==> src/verilog/rx_meas_pkg.sv <==
// throughput measurement package with the word count type of the meter history
`default_nettype none

package rx_meas_pkg;

   //////////////////////////////////////////////////
   // throughput counting
   //////////////////////////////////////////////////

   // wide enough for any window at 250 MHz
   localparam int TP_COUNT_W = 32;

   // fifo words seen in one window
   typedef logic [TP_COUNT_W-1:0] tp_count_t;

endpackage

`default_nettype wire

==> src/verilog/cq_pkg.sv <==
// completer request package with stream beat, descriptor, read request and fifo word types
`default_nettype none

package cq_pkg;

   //////////////////////////////////////////////////
   // stream geometry
   //////////////////////////////////////////////////
   localparam int CQ_DATA_W   = 256;                 // cq tdata width
   localparam int CQ_DESC_W   = 128;                 // descriptor, also half a beat
   localparam int DW_W        = 32;
   localparam int DW_PER_BEAT = CQ_DATA_W / DW_W;    // 8 dwords per beat

   typedef logic [10:0] cq_dw_count_t;               // dword count field of the descriptor

   // request type field, descriptor bits 78:75
   typedef enum logic [3:0] {
      MEM_RD = 4'd0,
      MEM_WR = 4'd1
   } cq_req_type_e;

   // one beat of the completer request stream
   typedef struct packed {
      logic [CQ_DATA_W-1:0]   data;
      logic [DW_PER_BEAT-1:0] be;                    // first/last dword byte enables
      logic                   valid;
      logic                   last;
   } cq_beat_t;

   // decoded fields of the first beat
   typedef struct packed {
      logic [10:0]  dw_addr;                         // address bits 12:2
      cq_dw_count_t dw_count;
      cq_req_type_e req_type;
      logic [15:0]  req_id;
      logic [7:0]   tag;
      logic [2:0]   tc;
      logic [2:0]   attr;
   } cq_desc_t;

   // completion request toward the tx side
   typedef struct packed {
      logic [10:0] addr;
      logic [9:0]  len;
      logic [15:0] req_id;
      logic [7:0]  tag;
      logic [2:0]  tc;
      logic [2:0]  attr;
      logic [7:0]  be;
   } rd_req_t;

   typedef logic [CQ_DATA_W-1:0] fifo_word_t;        // payload dword j at bits 32j and up

endpackage

`default_nettype wire
==> src/verilog/cq_rx_engine.sv <==
// completer request rx engine top that joins decoder, read requester, write packer and meter
`timescale 1ns/100ps
`default_nettype none

module cq_rx_engine import cq_pkg::*, rx_meas_pkg::*; #(
   parameter int unsigned WINDOW_CYCLES = 25_000_000,  // 100 ms at 250 MHz
   parameter int unsigned HIST_DEPTH    = 10
) (
   input  logic                        clk,
   input  logic                        rst_n,
   // completer request stream
   input  cq_beat_t                    cq_beat_i,
   output logic                        cq_tready_o,
   // completion handshake with tx side
   input  logic                        compl_done_i,
   output logic                        req_compl_o,
   output rd_req_t                     rd_req_o,
   // receive fifo
   output logic                        fifo_wr_en_o,
   output fifo_word_t                  fifo_wr_data_o,
   // throughput meter
   input  logic                        tp_enable_i,
   input  logic                        tp_clear_i,
   output logic                        tp_stb_o,
   output tp_count_t [HIST_DEPTH-1:0]  tp_hist_o
);

   cq_desc_t               desc;
   logic                   desc_stb;
   logic [CQ_DESC_W-1:0]   first_payload;    // dwords 0..3 of a write
   cq_beat_t               cont_beat;
   logic                   rd_busy;          // completion pending
   logic                   flush;            // packer needs an extra cycle

   cq_desc_decoder i_decoder (
      .clk             (clk),
      .rst_n           (rst_n),
      .cq_beat_i       (cq_beat_i),
      .rd_busy_i       (rd_busy),
      .flush_i         (flush),
      .cq_tready_o     (cq_tready_o),
      .desc_o          (desc),
      .desc_stb_o      (desc_stb),
      .first_payload_o (first_payload),
      .cont_beat_o     (cont_beat)
   );

   // beat register still holds the first beat byte enables in the strobe cycle
   cq_read_requester i_rd_req (
      .clk          (clk),
      .rst_n        (rst_n),
      .desc_i       (desc),
      .desc_stb_i   (desc_stb),
      .be_i         (cont_beat.be),
      .compl_done_i (compl_done_i),
      .req_compl_o  (req_compl_o),
      .rd_req_o     (rd_req_o),
      .rd_busy_o    (rd_busy)
   );

   cq_write_packer i_wr_pack (
      .clk             (clk),
      .rst_n           (rst_n),
      .desc_i          (desc),
      .desc_stb_i      (desc_stb),
      .first_payload_i (first_payload),
      .cont_beat_i     (cont_beat),
      .fifo_wr_en_o    (fifo_wr_en_o),
      .fifo_wr_data_o  (fifo_wr_data_o),
      .flush_o         (flush)
   );

   rx_throughput_meter #(
      .WINDOW_CYCLES (WINDOW_CYCLES),
      .HIST_DEPTH    (HIST_DEPTH)
   ) i_meter (
      .clk         (clk),
      .rst_n       (rst_n),
      .word_stb_i  (fifo_wr_en_o),          // one count per fifo word
      .tp_enable_i (tp_enable_i),
      .tp_clear_i  (tp_clear_i),
      .tp_stb_o    (tp_stb_o),
      .tp_hist_o   (tp_hist_o)
   );

endmodule

`default_nettype wire

==> src/verilog/rx_throughput_meter.sv <==
// windowed throughput meter that counts fifo words per window and keeps a count history
`timescale 1ns/100ps
`default_nettype none

module rx_throughput_meter import rx_meas_pkg::*; #(
   parameter int unsigned WINDOW_CYCLES = 25_000_000,
   parameter int unsigned HIST_DEPTH    = 10
) (
   input  logic                        clk,
   input  logic                        rst_n,
   input  logic                        word_stb_i,     // one fifo word written
   input  logic                        tp_enable_i,
   input  logic                        tp_clear_i,
   output logic                        tp_stb_o,       // history updated
   output tp_count_t [HIST_DEPTH-1:0]  tp_hist_o       // entry 0 is newest
);

   localparam int unsigned WIN_W = (WINDOW_CYCLES > 1) ? $clog2(WINDOW_CYCLES) : 1;
   localparam logic [WIN_W-1:0] WIN_LAST = WIN_W'(WINDOW_CYCLES - 1);

   logic [WIN_W-1:0] win_cnt_q;
   logic             win_last;     // last cycle of the window
   tp_count_t        word_cnt_q;
   tp_count_t        win_count;    // includes this cycle's write

   assign win_last  = (win_cnt_q == WIN_LAST);
   assign win_count = word_cnt_q + tp_count_t'(word_stb_i);

   // window and word counters
   always_ff @(posedge clk) begin
      if (!rst_n) begin
         win_cnt_q  <= '0;
         word_cnt_q <= '0;
      end else if (tp_clear_i) begin
         win_cnt_q  <= '0;
         word_cnt_q <= '0;
      end else if (win_last) begin
         win_cnt_q  <= '0;
         word_cnt_q <= '0;                       // restart for the next window
      end else begin
         win_cnt_q  <= win_cnt_q + 1'b1;
         word_cnt_q <= win_count;
      end
   end

   // history shift register
   always_ff @(posedge clk) begin
      if (!rst_n) begin
         tp_stb_o  <= 1'b0;
         tp_hist_o <= '0;
      end else if (tp_clear_i) begin
         tp_stb_o  <= 1'b0;
         tp_hist_o <= '0;
      end else begin
         tp_stb_o <= win_last && tp_enable_i;
         if (win_last && tp_enable_i) begin
            tp_hist_o[0] <= win_count;
            for (int i = 1; i < HIST_DEPTH; i++) begin
               tp_hist_o[i] <= tp_hist_o[i-1];   // older entries move up
            end
         end
      end
   end

endmodule

`default_nettype wire

==> src/verilog/cq_write_packer.sv <==
// memory write packer that realigns dword-aligned payload into 256-bit fifo words
`timescale 1ns/100ps
`default_nettype none

module cq_write_packer import cq_pkg::*; (
   input  logic                  clk,
   input  logic                  rst_n,
   input  cq_desc_t              desc_i,
   input  logic                  desc_stb_i,
   input  logic [CQ_DESC_W-1:0]  first_payload_i,
   input  cq_beat_t              cont_beat_i,
   output logic                  fifo_wr_en_o,
   output fifo_word_t            fifo_wr_data_o,
   output logic                  flush_o
);

   localparam cq_dw_count_t BEAT_DW = cq_dw_count_t'(DW_PER_BEAT);
   localparam cq_dw_count_t HALF_DW = cq_dw_count_t'(DW_PER_BEAT / 2);

   logic                 wr_start;      // write descriptor strobe
   logic                 short_wr;      // payload fits the first beat
   logic                 beat_in;       // payload beat to pack
   logic                 active_q;
   logic                 flush_pend_q;
   cq_dw_count_t         rem_q;         // dwords left, starting at hold_q
   logic [CQ_DESC_W-1:0] hold_q;        // upper half of previous beat
   fifo_word_t           beat_word;

   // zero every dword at index n and above
   function automatic fifo_word_t mask_dw(input fifo_word_t word, input cq_dw_count_t n);
      fifo_word_t res;
      res = word;
      for (int j = 0; j < DW_PER_BEAT; j++) begin
         if (cq_dw_count_t'(j) >= n) begin
            res[j*DW_W +: DW_W] = '0;
         end
      end
      return res;
   endfunction

   assign wr_start = desc_stb_i && (desc_i.req_type == MEM_WR);
   assign short_wr = (desc_i.dw_count <= HALF_DW);
   assign beat_in  = active_q && cont_beat_i.valid;

   // tlast beat leaves dwords in its upper half
   assign flush_o  = beat_in && cont_beat_i.last && (rem_q > BEAT_DW);

   // new lower half on top of held half
   assign beat_word = mask_dw({cont_beat_i.data[CQ_DESC_W-1:0], hold_q}, rem_q);

   //////////////////////////////////////////////////
   // control
   //////////////////////////////////////////////////
   always_ff @(posedge clk) begin
      if (!rst_n) begin
         active_q     <= 1'b0;
         flush_pend_q <= 1'b0;
         fifo_wr_en_o <= 1'b0;
      end else begin
         fifo_wr_en_o <= (wr_start && short_wr) || beat_in || flush_pend_q;
         flush_pend_q <= flush_o;
         if (wr_start) begin
            active_q <= !short_wr;                 // short writes finish at once
         end else if (beat_in && (cont_beat_i.last || rem_q <= BEAT_DW)) begin
            active_q <= 1'b0;
         end
      end
   end

   // payload path
   always_ff @(posedge clk) begin
      if (wr_start) begin
         hold_q <= first_payload_i;
         rem_q  <= desc_i.dw_count;
      end else if (beat_in) begin
         hold_q <= cont_beat_i.data[CQ_DATA_W-1 -: CQ_DESC_W];
         rem_q  <= rem_q - BEAT_DW;
      end
      if (flush_pend_q) begin
         fifo_wr_data_o <= mask_dw({{CQ_DESC_W{1'b0}}, hold_q}, rem_q);   // leftover dwords
      end else if (beat_in) begin
         fifo_wr_data_o <= beat_word;
      end else if (wr_start) begin
         fifo_wr_data_o <= mask_dw({{CQ_DESC_W{1'b0}}, first_payload_i}, desc_i.dw_count);
      end
   end

endmodule

`default_nettype wire

==> src/verilog/cq_read_requester.sv <==
// single dword memory read requester that holds the completion request until tx is done
`timescale 1ns/100ps
`default_nettype none

module cq_read_requester import cq_pkg::*; (
   input  logic                   clk,
   input  logic                   rst_n,
   input  cq_desc_t               desc_i,
   input  logic                   desc_stb_i,
   input  logic [DW_PER_BEAT-1:0] be_i,
   input  logic                   compl_done_i,
   output logic                   req_compl_o,
   output rd_req_t                rd_req_o,
   output logic                   rd_busy_o
);

   logic rd_hit;   // new 1 dw read in this cycle

   // longer reads are dropped here
   assign rd_hit = desc_stb_i
                   && (desc_i.req_type == MEM_RD)
                   && (desc_i.dw_count == cq_dw_count_t'(1));

   // strobe cycle counts as busy so no beat slips in behind the read
   assign rd_busy_o = req_compl_o | rd_hit;

   // pending/done wait
   always_ff @(posedge clk) begin
      if (!rst_n) begin
         req_compl_o <= 1'b0;
      end else if (rd_hit) begin
         req_compl_o <= 1'b1;
      end else if (compl_done_i) begin
         req_compl_o <= 1'b0;           // low the cycle after done
      end
   end

   // request fields, stable while req_compl_o is high
   always_ff @(posedge clk) begin
      if (rd_hit) begin
         rd_req_o.addr   <= desc_i.dw_addr;
         rd_req_o.len    <= desc_i.dw_count[9:0];
         rd_req_o.req_id <= desc_i.req_id;
         rd_req_o.tag    <= desc_i.tag;
         rd_req_o.tc     <= desc_i.tc;
         rd_req_o.attr   <= desc_i.attr;
         rd_req_o.be     <= be_i;
      end
   end

endmodule

`default_nettype wire

==> src/verilog/cq_desc_decoder.sv <==
// completer request decoder with packet tracking, descriptor decode and stream ready
`timescale 1ns/100ps
`default_nettype none

module cq_desc_decoder import cq_pkg::*; (
   input  logic                  clk,
   input  logic                  rst_n,
   input  cq_beat_t              cq_beat_i,
   input  logic                  rd_busy_i,        // completion request pending
   input  logic                  flush_i,          // packer flush cycle
   output logic                  cq_tready_o,
   output cq_desc_t              desc_o,
   output logic                  desc_stb_o,
   output logic [CQ_DESC_W-1:0]  first_payload_o,
   output cq_beat_t              cont_beat_o
);

   logic     beat_acc;     // valid and ready
   logic     sop;          // accepted first beat
   logic     in_pkt_q;     // between first beat and tlast
   logic     wr_pkt_q;     // current packet is a memory write
   logic     cont_vld_q;
   cq_beat_t beat_q;       // last accepted beat
   cq_desc_t desc_q;

   // field positions of the dword-aligned cq descriptor
   function automatic cq_desc_t decode_desc(input logic [CQ_DESC_W-1:0] d);
      cq_desc_t r;
      r.dw_addr  = d[12:2];
      r.dw_count = d[74:64];
      r.req_type = cq_req_type_e'(d[78:75]);
      r.req_id   = d[95:80];
      r.tag      = d[103:96];
      r.tc       = d[123:121];
      r.attr     = d[126:124];
      return r;
   endfunction

   // hold off while a completion is pending or the packer flushes
   assign cq_tready_o = ~(rd_busy_i | flush_i);

   assign beat_acc = cq_beat_i.valid & cq_tready_o;
   assign sop      = beat_acc & ~in_pkt_q;

   //////////////////////////////////////////////////
   // packet tracking
   //////////////////////////////////////////////////
   always_ff @(posedge clk) begin
      if (!rst_n) begin
         in_pkt_q   <= 1'b0;
         wr_pkt_q   <= 1'b0;
         desc_stb_o <= 1'b0;
         cont_vld_q <= 1'b0;
      end else begin
         if (beat_acc && cq_beat_i.last) begin
            in_pkt_q <= 1'b0;                     // single beat packets never set it
         end else if (sop) begin
            in_pkt_q <= 1'b1;
         end
         if (sop) begin
            wr_pkt_q <= (cq_beat_i.data[78:75] == MEM_WR);
         end
         desc_stb_o <= sop;
         cont_vld_q <= beat_acc & in_pkt_q & wr_pkt_q;   // write payload beats only
      end
   end

   // descriptor and beat registers
   always_ff @(posedge clk) begin
      if (sop) begin
         desc_q <= decode_desc(cq_beat_i.data[CQ_DESC_W-1:0]);
      end
      if (beat_acc) begin
         beat_q <= cq_beat_i;
      end
   end

   assign desc_o          = desc_q;
   assign first_payload_o = beat_q.data[CQ_DATA_W-1 -: CQ_DESC_W];   // upper half, dw 0..3

   // continuation beat one cycle late, valid only for write payload
   always_comb begin
      cont_beat_o       = beat_q;
      cont_beat_o.valid = cont_vld_q;
   end

endmodule

`default_nettype wire

==> config.mk <==
export PLATFORM = sky130hd
export DESIGN_NAME = cq_rx_engine
export DESIGN_NICKNAME = d
export VERILOG_FILES = /design/src/verilog/rx_meas_pkg.sv /design/src/verilog/cq_pkg.sv /design/src/verilog/cq_rx_engine.sv /design/src/verilog/rx_throughput_meter.sv /design/src/verilog/cq_write_packer.sv /design/src/verilog/cq_read_requester.sv /design/src/verilog/cq_desc_decoder.sv
export SDC_FILE = /design/constraint.sdc
export NUM_CORES = 2
export LEC_CHECK = 0
export BUFFER_PORTS_ARGS = -buffer_cell sky130_fd_sc_hd__clkbuf_2
export CORE_AREA = 8 8 350 352
export CTS_CLUSTER_DIAMETER = 100
export DETAILED_ROUTE_END_ITERATION = 8
export DIE_AREA = 0 0 358 360
export SYNTH_ARGS = -nofsm -noshare
export SYNTH_HDL_FRONTEND = slang
export SYNTH_SLANG_ARGS = --single-unit
==> constraint.sdc <==
create_clock -name clk -period 15.45 [get_ports clk]
set_clock_uncertainty 0.15 [all_clocks]
set_input_delay 3.8625 -clock clk [delete_from_list [all_inputs] [get_ports clk]]
set_output_delay 3.8625 -clock clk [all_outputs]
set_load 0.005 [all_outputs]
# [Word level (Yosys, flattened, before mapping)]
# Cells that the tools add are included.
[totals] reg_bits=1161 latch_bits=0 mem_bits_rw=0 mem_bits_ro=0 inputBits=271 output_inout_bits=639 wordCells=118 mem_count=0
[classes] n_addsub=3 multipliers=0 div_mod_pow=0 n_lt_le_gt_ge=15 eq_ne=4 shift=0 n_mux=23 n_bitwise=9 n_reduce_logical=22
[op_table] operator="256-bit 2-to-1 mux" count=2
[op_table] operator="128-bit 2-to-1 mux" count=3
[op_table] operator="32-bit 2-to-1 mux" count=12
[op_table] operator="1-bit by 11-bit >= comparator with 1-bit output (first input constant)" count=4
[op_table] operator="2-bit by 11-bit >= comparator with 1-bit output (first input constant)" count=4
[op_table] operator="3-bit by 11-bit >= comparator with 1-bit output (first input constant)" count=4
[op_table] operator="32-bit by 1-bit adder with 32-bit output" count=1
[op_table] operator="25-bit by 1-bit adder with 25-bit output (second input constant)" count=1
[op_table] operator="25-bit equality test (second input constant)" count=1
[op_table] operator="11-bit 2-to-1 mux" count=2
[op_table] operator="11-bit by 1-bit equality test with 1-bit output (second input constant)" count=1
[op_table] operator="11-bit by 4-bit greater-than comparator with 1-bit output (second input constant)" count=1
[op_table] operator="11-bit by 3-bit <= comparator with 1-bit output (second input constant)" count=1
[op_table] operator="11-bit by 4-bit <= comparator with 1-bit output (second input constant)" count=1
[op_table] operator="11-bit by 4-bit subtractor with 11-bit output (second input constant)" count=1
[op_table] operator="1-bit logical AND" count=10
[op_table] operator="4-bit by 1-bit equality test with 1-bit output (second input constant)" count=2
[op_table] operator="2-bit nonzero test" count=3
[op_table] operator="1-bit AND" count=4
[op_table] operator="4-bit logical NOT" count=1
[op_table] operator="1-bit 2-to-1 mux" count=4
[op_table] operator="2-bit OR reduction" count=2
[op_table] operator="1-bit logical OR" count=3
[op_table] operator="1-bit NOT" count=3
[op_table] operator="4 further kinds" count=5

# [Longest topological paths before layout]
[depth] depth_word=9 ltp_mapped=9 depth_no_buf=7

# [Cells and area by module]
# Synthesis repeated with hierarchy kept, for this count alone.
[hier_totals] cells_unflattened=3403 hier_area_um2=41307.1
[modules_own_cells] module="cq_write_packer" instances=1 cells_each=1212 area_per_inst_um2=15273.4
[modules_own_cells] module="rx_throughput_meter" instances=1 cells_each=1658 area_per_inst_um2=13377.8
[modules_own_cells] module="cq_desc_decoder" instances=1 cells_each=464 area_per_inst_um2=10784.1
[modules_own_cells] module="cq_read_requester" instances=1 cells_each=69 area_per_inst_um2=1871.8

# [Worst setup path after synthesis]
# No wires, ideal clock.
[synth_timing] path_type="input-to-reg" start="in cq_beat_i[1] (netlist bit)" end="reg i_decoder.desc_q, in the netlist i_decoder.desc_o[0] (enable)" arrival_ns=11.554 slack_ns=3.357 path_stages=4 cell_sequence="nand2b_1 a41oi_1 o21a_1 and2b_2"
[synth_via] elab_chain_cells=2
[synth_lines] element="start: declaration" line="cq_rx_engine.sv:12" text="input cq_beat_t cq_beat_i,"
[synth_lines] element="1-bit AND" line="cq_desc_decoder.sv:42" text="assign beat_acc = cq_beat_i.valid & cq_tready_o;"
[synth_lines] element="via i_decoder.beat_acc" line="cq_desc_decoder.sv:18" text="logic beat_acc;"
[synth_lines] element="1-bit AND" line="cq_desc_decoder.sv:43" text="assign sop = beat_acc & ~in_pkt_q;"
[synth_lines] element="via i_decoder.sop" line="cq_desc_decoder.sv:19" text="logic sop;"
[synth_lines] element="end signal: assignment" line="cq_desc_decoder.sv:71" text="desc_q <= decode_desc(cq_beat_i.data[CQ_DESC_W-1:0]);"
[synth_lines] element="end: declaration" line="cq_desc_decoder.sv:24" text="cq_desc_t desc_q;"
# The timed path passes the listed nets, and every way through them passes these cells.
# A chain may end at the register's enable or synchronous reset.

# [Worst setup path in the final report]
[layout_timing] start="in cq_beat_i[1] (netlist bit)" end="reg i_decoder.beat_q, in the netlist i_decoder.cont_beat_o[12] (enable)"
[layout_via] elab_chain_cells=1
[layout_lines] element="1-bit AND" line="cq_desc_decoder.sv:42"
[layout_lines] element="via i_decoder.beat_acc" line="cq_desc_decoder.sv:18"
[layout_lines] element="end signal: assignment" line="cq_desc_decoder.sv:74" text="beat_q <= cq_beat_i;"
[layout_lines] element="end: declaration" line="cq_desc_decoder.sv:23" text="cq_beat_t beat_q;"
# The timed path passes the listed nets, and every way through them passes these cells.

==> flow_summary.yaml <==
logic_synthesis:
  synth_cell_types: 49
  ys_top_cells_by_area: "edfxtp_1 50%, dfxtp_1 26%, nand2_1 6.0%"
  synth_seq_area_share: 0.765
  syn_area_mm2: 0.0389
  synth.top_cell.area_share: 0.500
  avgSynthCellArea_um2: 13.5
  yosys_register_bits: 1161
  synthCells: 2881
  yosys.area.top_type: "edfxtp_1"
  async_flop_share: 0
  synth_ff_type: "edfxtp_1"
  synth_nets: 3158
  synth-edff-count: 647
  yosysWarnings: 0
power:
  power_density_mw_per_mm2: 131
  max-vdd-ir-drop_v: 0.0000971
  leakage_uw: 0.0183
place:
  dp.cells: 5182
  dp_slack_ps: 7400
  hpwlAfterDp_mm: 89.8
  gp_congestion: 0.878
  portBuffers: 909
  dpl-instance-area_mm2: 0.0449
timing:
  tns_ps: 0
  min_period_over_period: 0.472
  fin_ws_ps: 8160
  rsz0062_at_grt: "no"
  setup_viol: 0
  fmax_mhz: 137
  hold_viol: 0
  period_minus_slack_ps: 7290
  maxSlewViolCount: 0
  tightest_slew_ps: 1150
  max-slew-margin-rel: 0.231
  holdWs_ps: 249
cts:
  cts.sinks: 1161
  clk_latency_ps: 690
  cts_tree: "done"
  cts.repair.resized: 0
  htree_levels: 3
  hold_buffers: 0
  clk_path_buf_depth: 3
  clockRootBuffer: "clkbuf_16"
  cts_setup_buffers: 0
  cts_made_buffers: 117
  cts.clk_slew.worst_paths_ps: 60
global_route:
  grt-ovfl-total: 0
  grt_max_degree: 251
  grt_pass1_wl_mm: 177
  grt_usage: 0.184
  grt_antenna_before_repair: 13
  grt_pass1_vias: 25097
floorplanning:
  core_region_area_mm2: 0.117
  die_w_um: 358
  die-area_mm2: 0.129
  start_util: 0.332
  std_cell_rows: 126
  io-pin-count: 910
  die_h_um: 360
critical_path:
  cp-start-kind: "input pin"
  path_class: "input pin to flip-flop"
  end_kind: "flip-flop"
  critPathMaxFanout: 70
  r2r_slack_ps: 10230
  reg2regPathDepth: 8
  r2r_start: "i_wr_pack.rem_q[4]$_DFFE_PN_"
  arrival_ps: 7430
  rr_endpoint: "i_decoder.cont_beat_o[12]$_DFFE_PP_"
  required_ps: 15590
min_path:
  min_to: "i_rd_req.rd_req_o[19]$_DFFE_PP_"
  hp-class: "flip-flop to flip-flop"
  whs_path_depth: 0
  hp-start: "i_decoder.desc_o[11]$_DFFE_PP_"
routing:
  antenna_left: 0
  vias_per_cell: 4.80
  drtIter0Drc: 2176
  wl_per_cell_um: 23.1
  drt-total-wl_mm: 125
  vias: 25953
  drc: 0
  drt_pre_antenna_iters: 5
cells_and_area:
  final_cell_count_no_fill: 5408
  n_fill_cell: 10959
  finalInstanceArea_mm2: 0.0490
  seqCellArea_mm2: 0.0297
  fin_nets: 4042
  multi_input_area_mm2: 0.00844
  layout-drive-gt1-share: 0.303
  syn2layout_area_growth_pct: 26.2
job:
  drv_cap: 0
outcome:
  status: "complete, no violations"
through the flow:
stage	total power, uW	util
floorplan	3460	-
global placement	3520	0.384
detailed placement	3520	0.384
CTS	6480	0.419
global route	6610	0.419
finish	6410	0.419
cell usage in the layout (no fill, tap or decap), types with 5 or more instances in the layout:
cell type / n
clkinv_4: 6
dfxtp_1: 514
diode_2: 5
inv_1: 13
nand4_1: 23
nor4_1: 14
a31oi_4: 5
edfxtp_1: 647
buf_4: 27
clkinv_2: 24
or3_1: 5
clkbuf_16: 120
nand3_1: 24
and3_1: 8
a22o_1: 256
nor3_1: 10
xnor2_1: 30
nor2_1: 75
and4_1: 8
clkbuf_2: 911
nor2b_1: 11
xor2_1: 29
o21ai_0: 24
ha_1: 6
clkinv_1: 7
inv_6: 5
clkinvlp_4: 6
clkbuf_8: 20
bufinv_16: 12
nand2_1: 625
clkbuf_1: 15
a21oi_1: 332
flip-flops by register name, indices dropped and copies added, names as in the netlist, 11 cells and up:
register                  cells
i_wr_pack.hold_q            128
i_meter.win_cnt_q            25
i_decoder.desc_o             56
i_meter.tp_hist_o           320
i_decoder.cont_beat_o       265
i_wr_pack.rem_q              11
i_wr_pack.fifo_wr_data_o    256
i_rd_req.rd_req_o            59
i_meter.word_cnt_q           32
where the power goes:
group          switching, uW  internal (uW)  leakage, uW  total [uW]
combinational           67.2           43.1      0.00609         110
sequential              23.2           3320       0.0102        3340
clock                   1220           1730      0.00201        2950
critical path: stages:
cell and delay (ps):
clkbuf_2 70, nand2b_1 100, a41oi_1 240, o21a_4 670
buf_4 860, buf_4 690, buf_4 760
cell usage after synthesis (2+ instances only):
library cell and count:
nor3b_1 2, a22o_1 256, nand2_1 626, nor4b_1 3
a31o_2 2, buf_6 5, or2_1 2, a21o_1 2
or2_2 2, and2_1 3, nor2b_1 11, and4_1 8
clkbuf_1 106, a31oi_1 5, nand4_1 23, nand3_1 24
or3_1 5, ha_1 6, buf_2 36, xor2_1 29
nand2b_1 4, nor3_2 2, buf_4 23, dfxtp_1 514
and3_1 8, a21oi_1 338, edfxtp_1 647, nor4_1 14
xnor2_1 30, o21ai_0 24, buf_1 3, nor2_1 77
nor3_1 11, inv_1 15
worst max path at each step:
stage,startpoint,endpoint,depth (start not counted)
after floorplan,cq_beat_i[1],i_decoder.desc_o[0]$_DFFE_PP_,4
after global placement,cq_beat_i[1],i_decoder.cont_beat_o[185]$_DFFE_PP_,7
after detailed placement,cq_beat_i[1],i_decoder.cont_beat_o[185]$_DFFE_PP_,7
after CTS,cq_beat_i[1],i_decoder.cont_beat_o[12]$_DFFE_PP_,7
after global routing,cq_beat_i[1],i_decoder.cont_beat_o[21]$_DFFE_PP_,7
final,cq_beat_i[1],i_decoder.cont_beat_o[12]$_DFFE_PP_,7
final cells by class:
cell class | count | share of cell area
multi-input cells | 1532 | 0.172
diodes | 5 | 0.000255
repair buffers | 938 | 0.0977
inverters | 15 | 0.00125
clock inverters | 64 | 0.0153
clock buffers | 157 | 0.0682
flip-flops and latches | 1161 | 0.606
well taps | 1536 | 0.0392
metal layers:
layer	wire length [um]	vias up	share of wire	global-route usage
met4	4340	8	0.035	0.0658
met3	10900	205	0.087	0.0560
li1	-	12159	-	-
met2	61400	989	0.49	0.311
met1	48500	12592	0.39	0.220
met5	54	-	0.00043	0
cells by family after synthesis:
logic type | share of synthesized area
compound gates | 0.107
mux | 0.000258
xor+xnor | 0.0133
flops | 0.765
simple gates | 0.0901
fa+ha+maj | 0.00193
buf+inv | 0.0225
No activity file was read; power rests on OpenSTA's default activity.
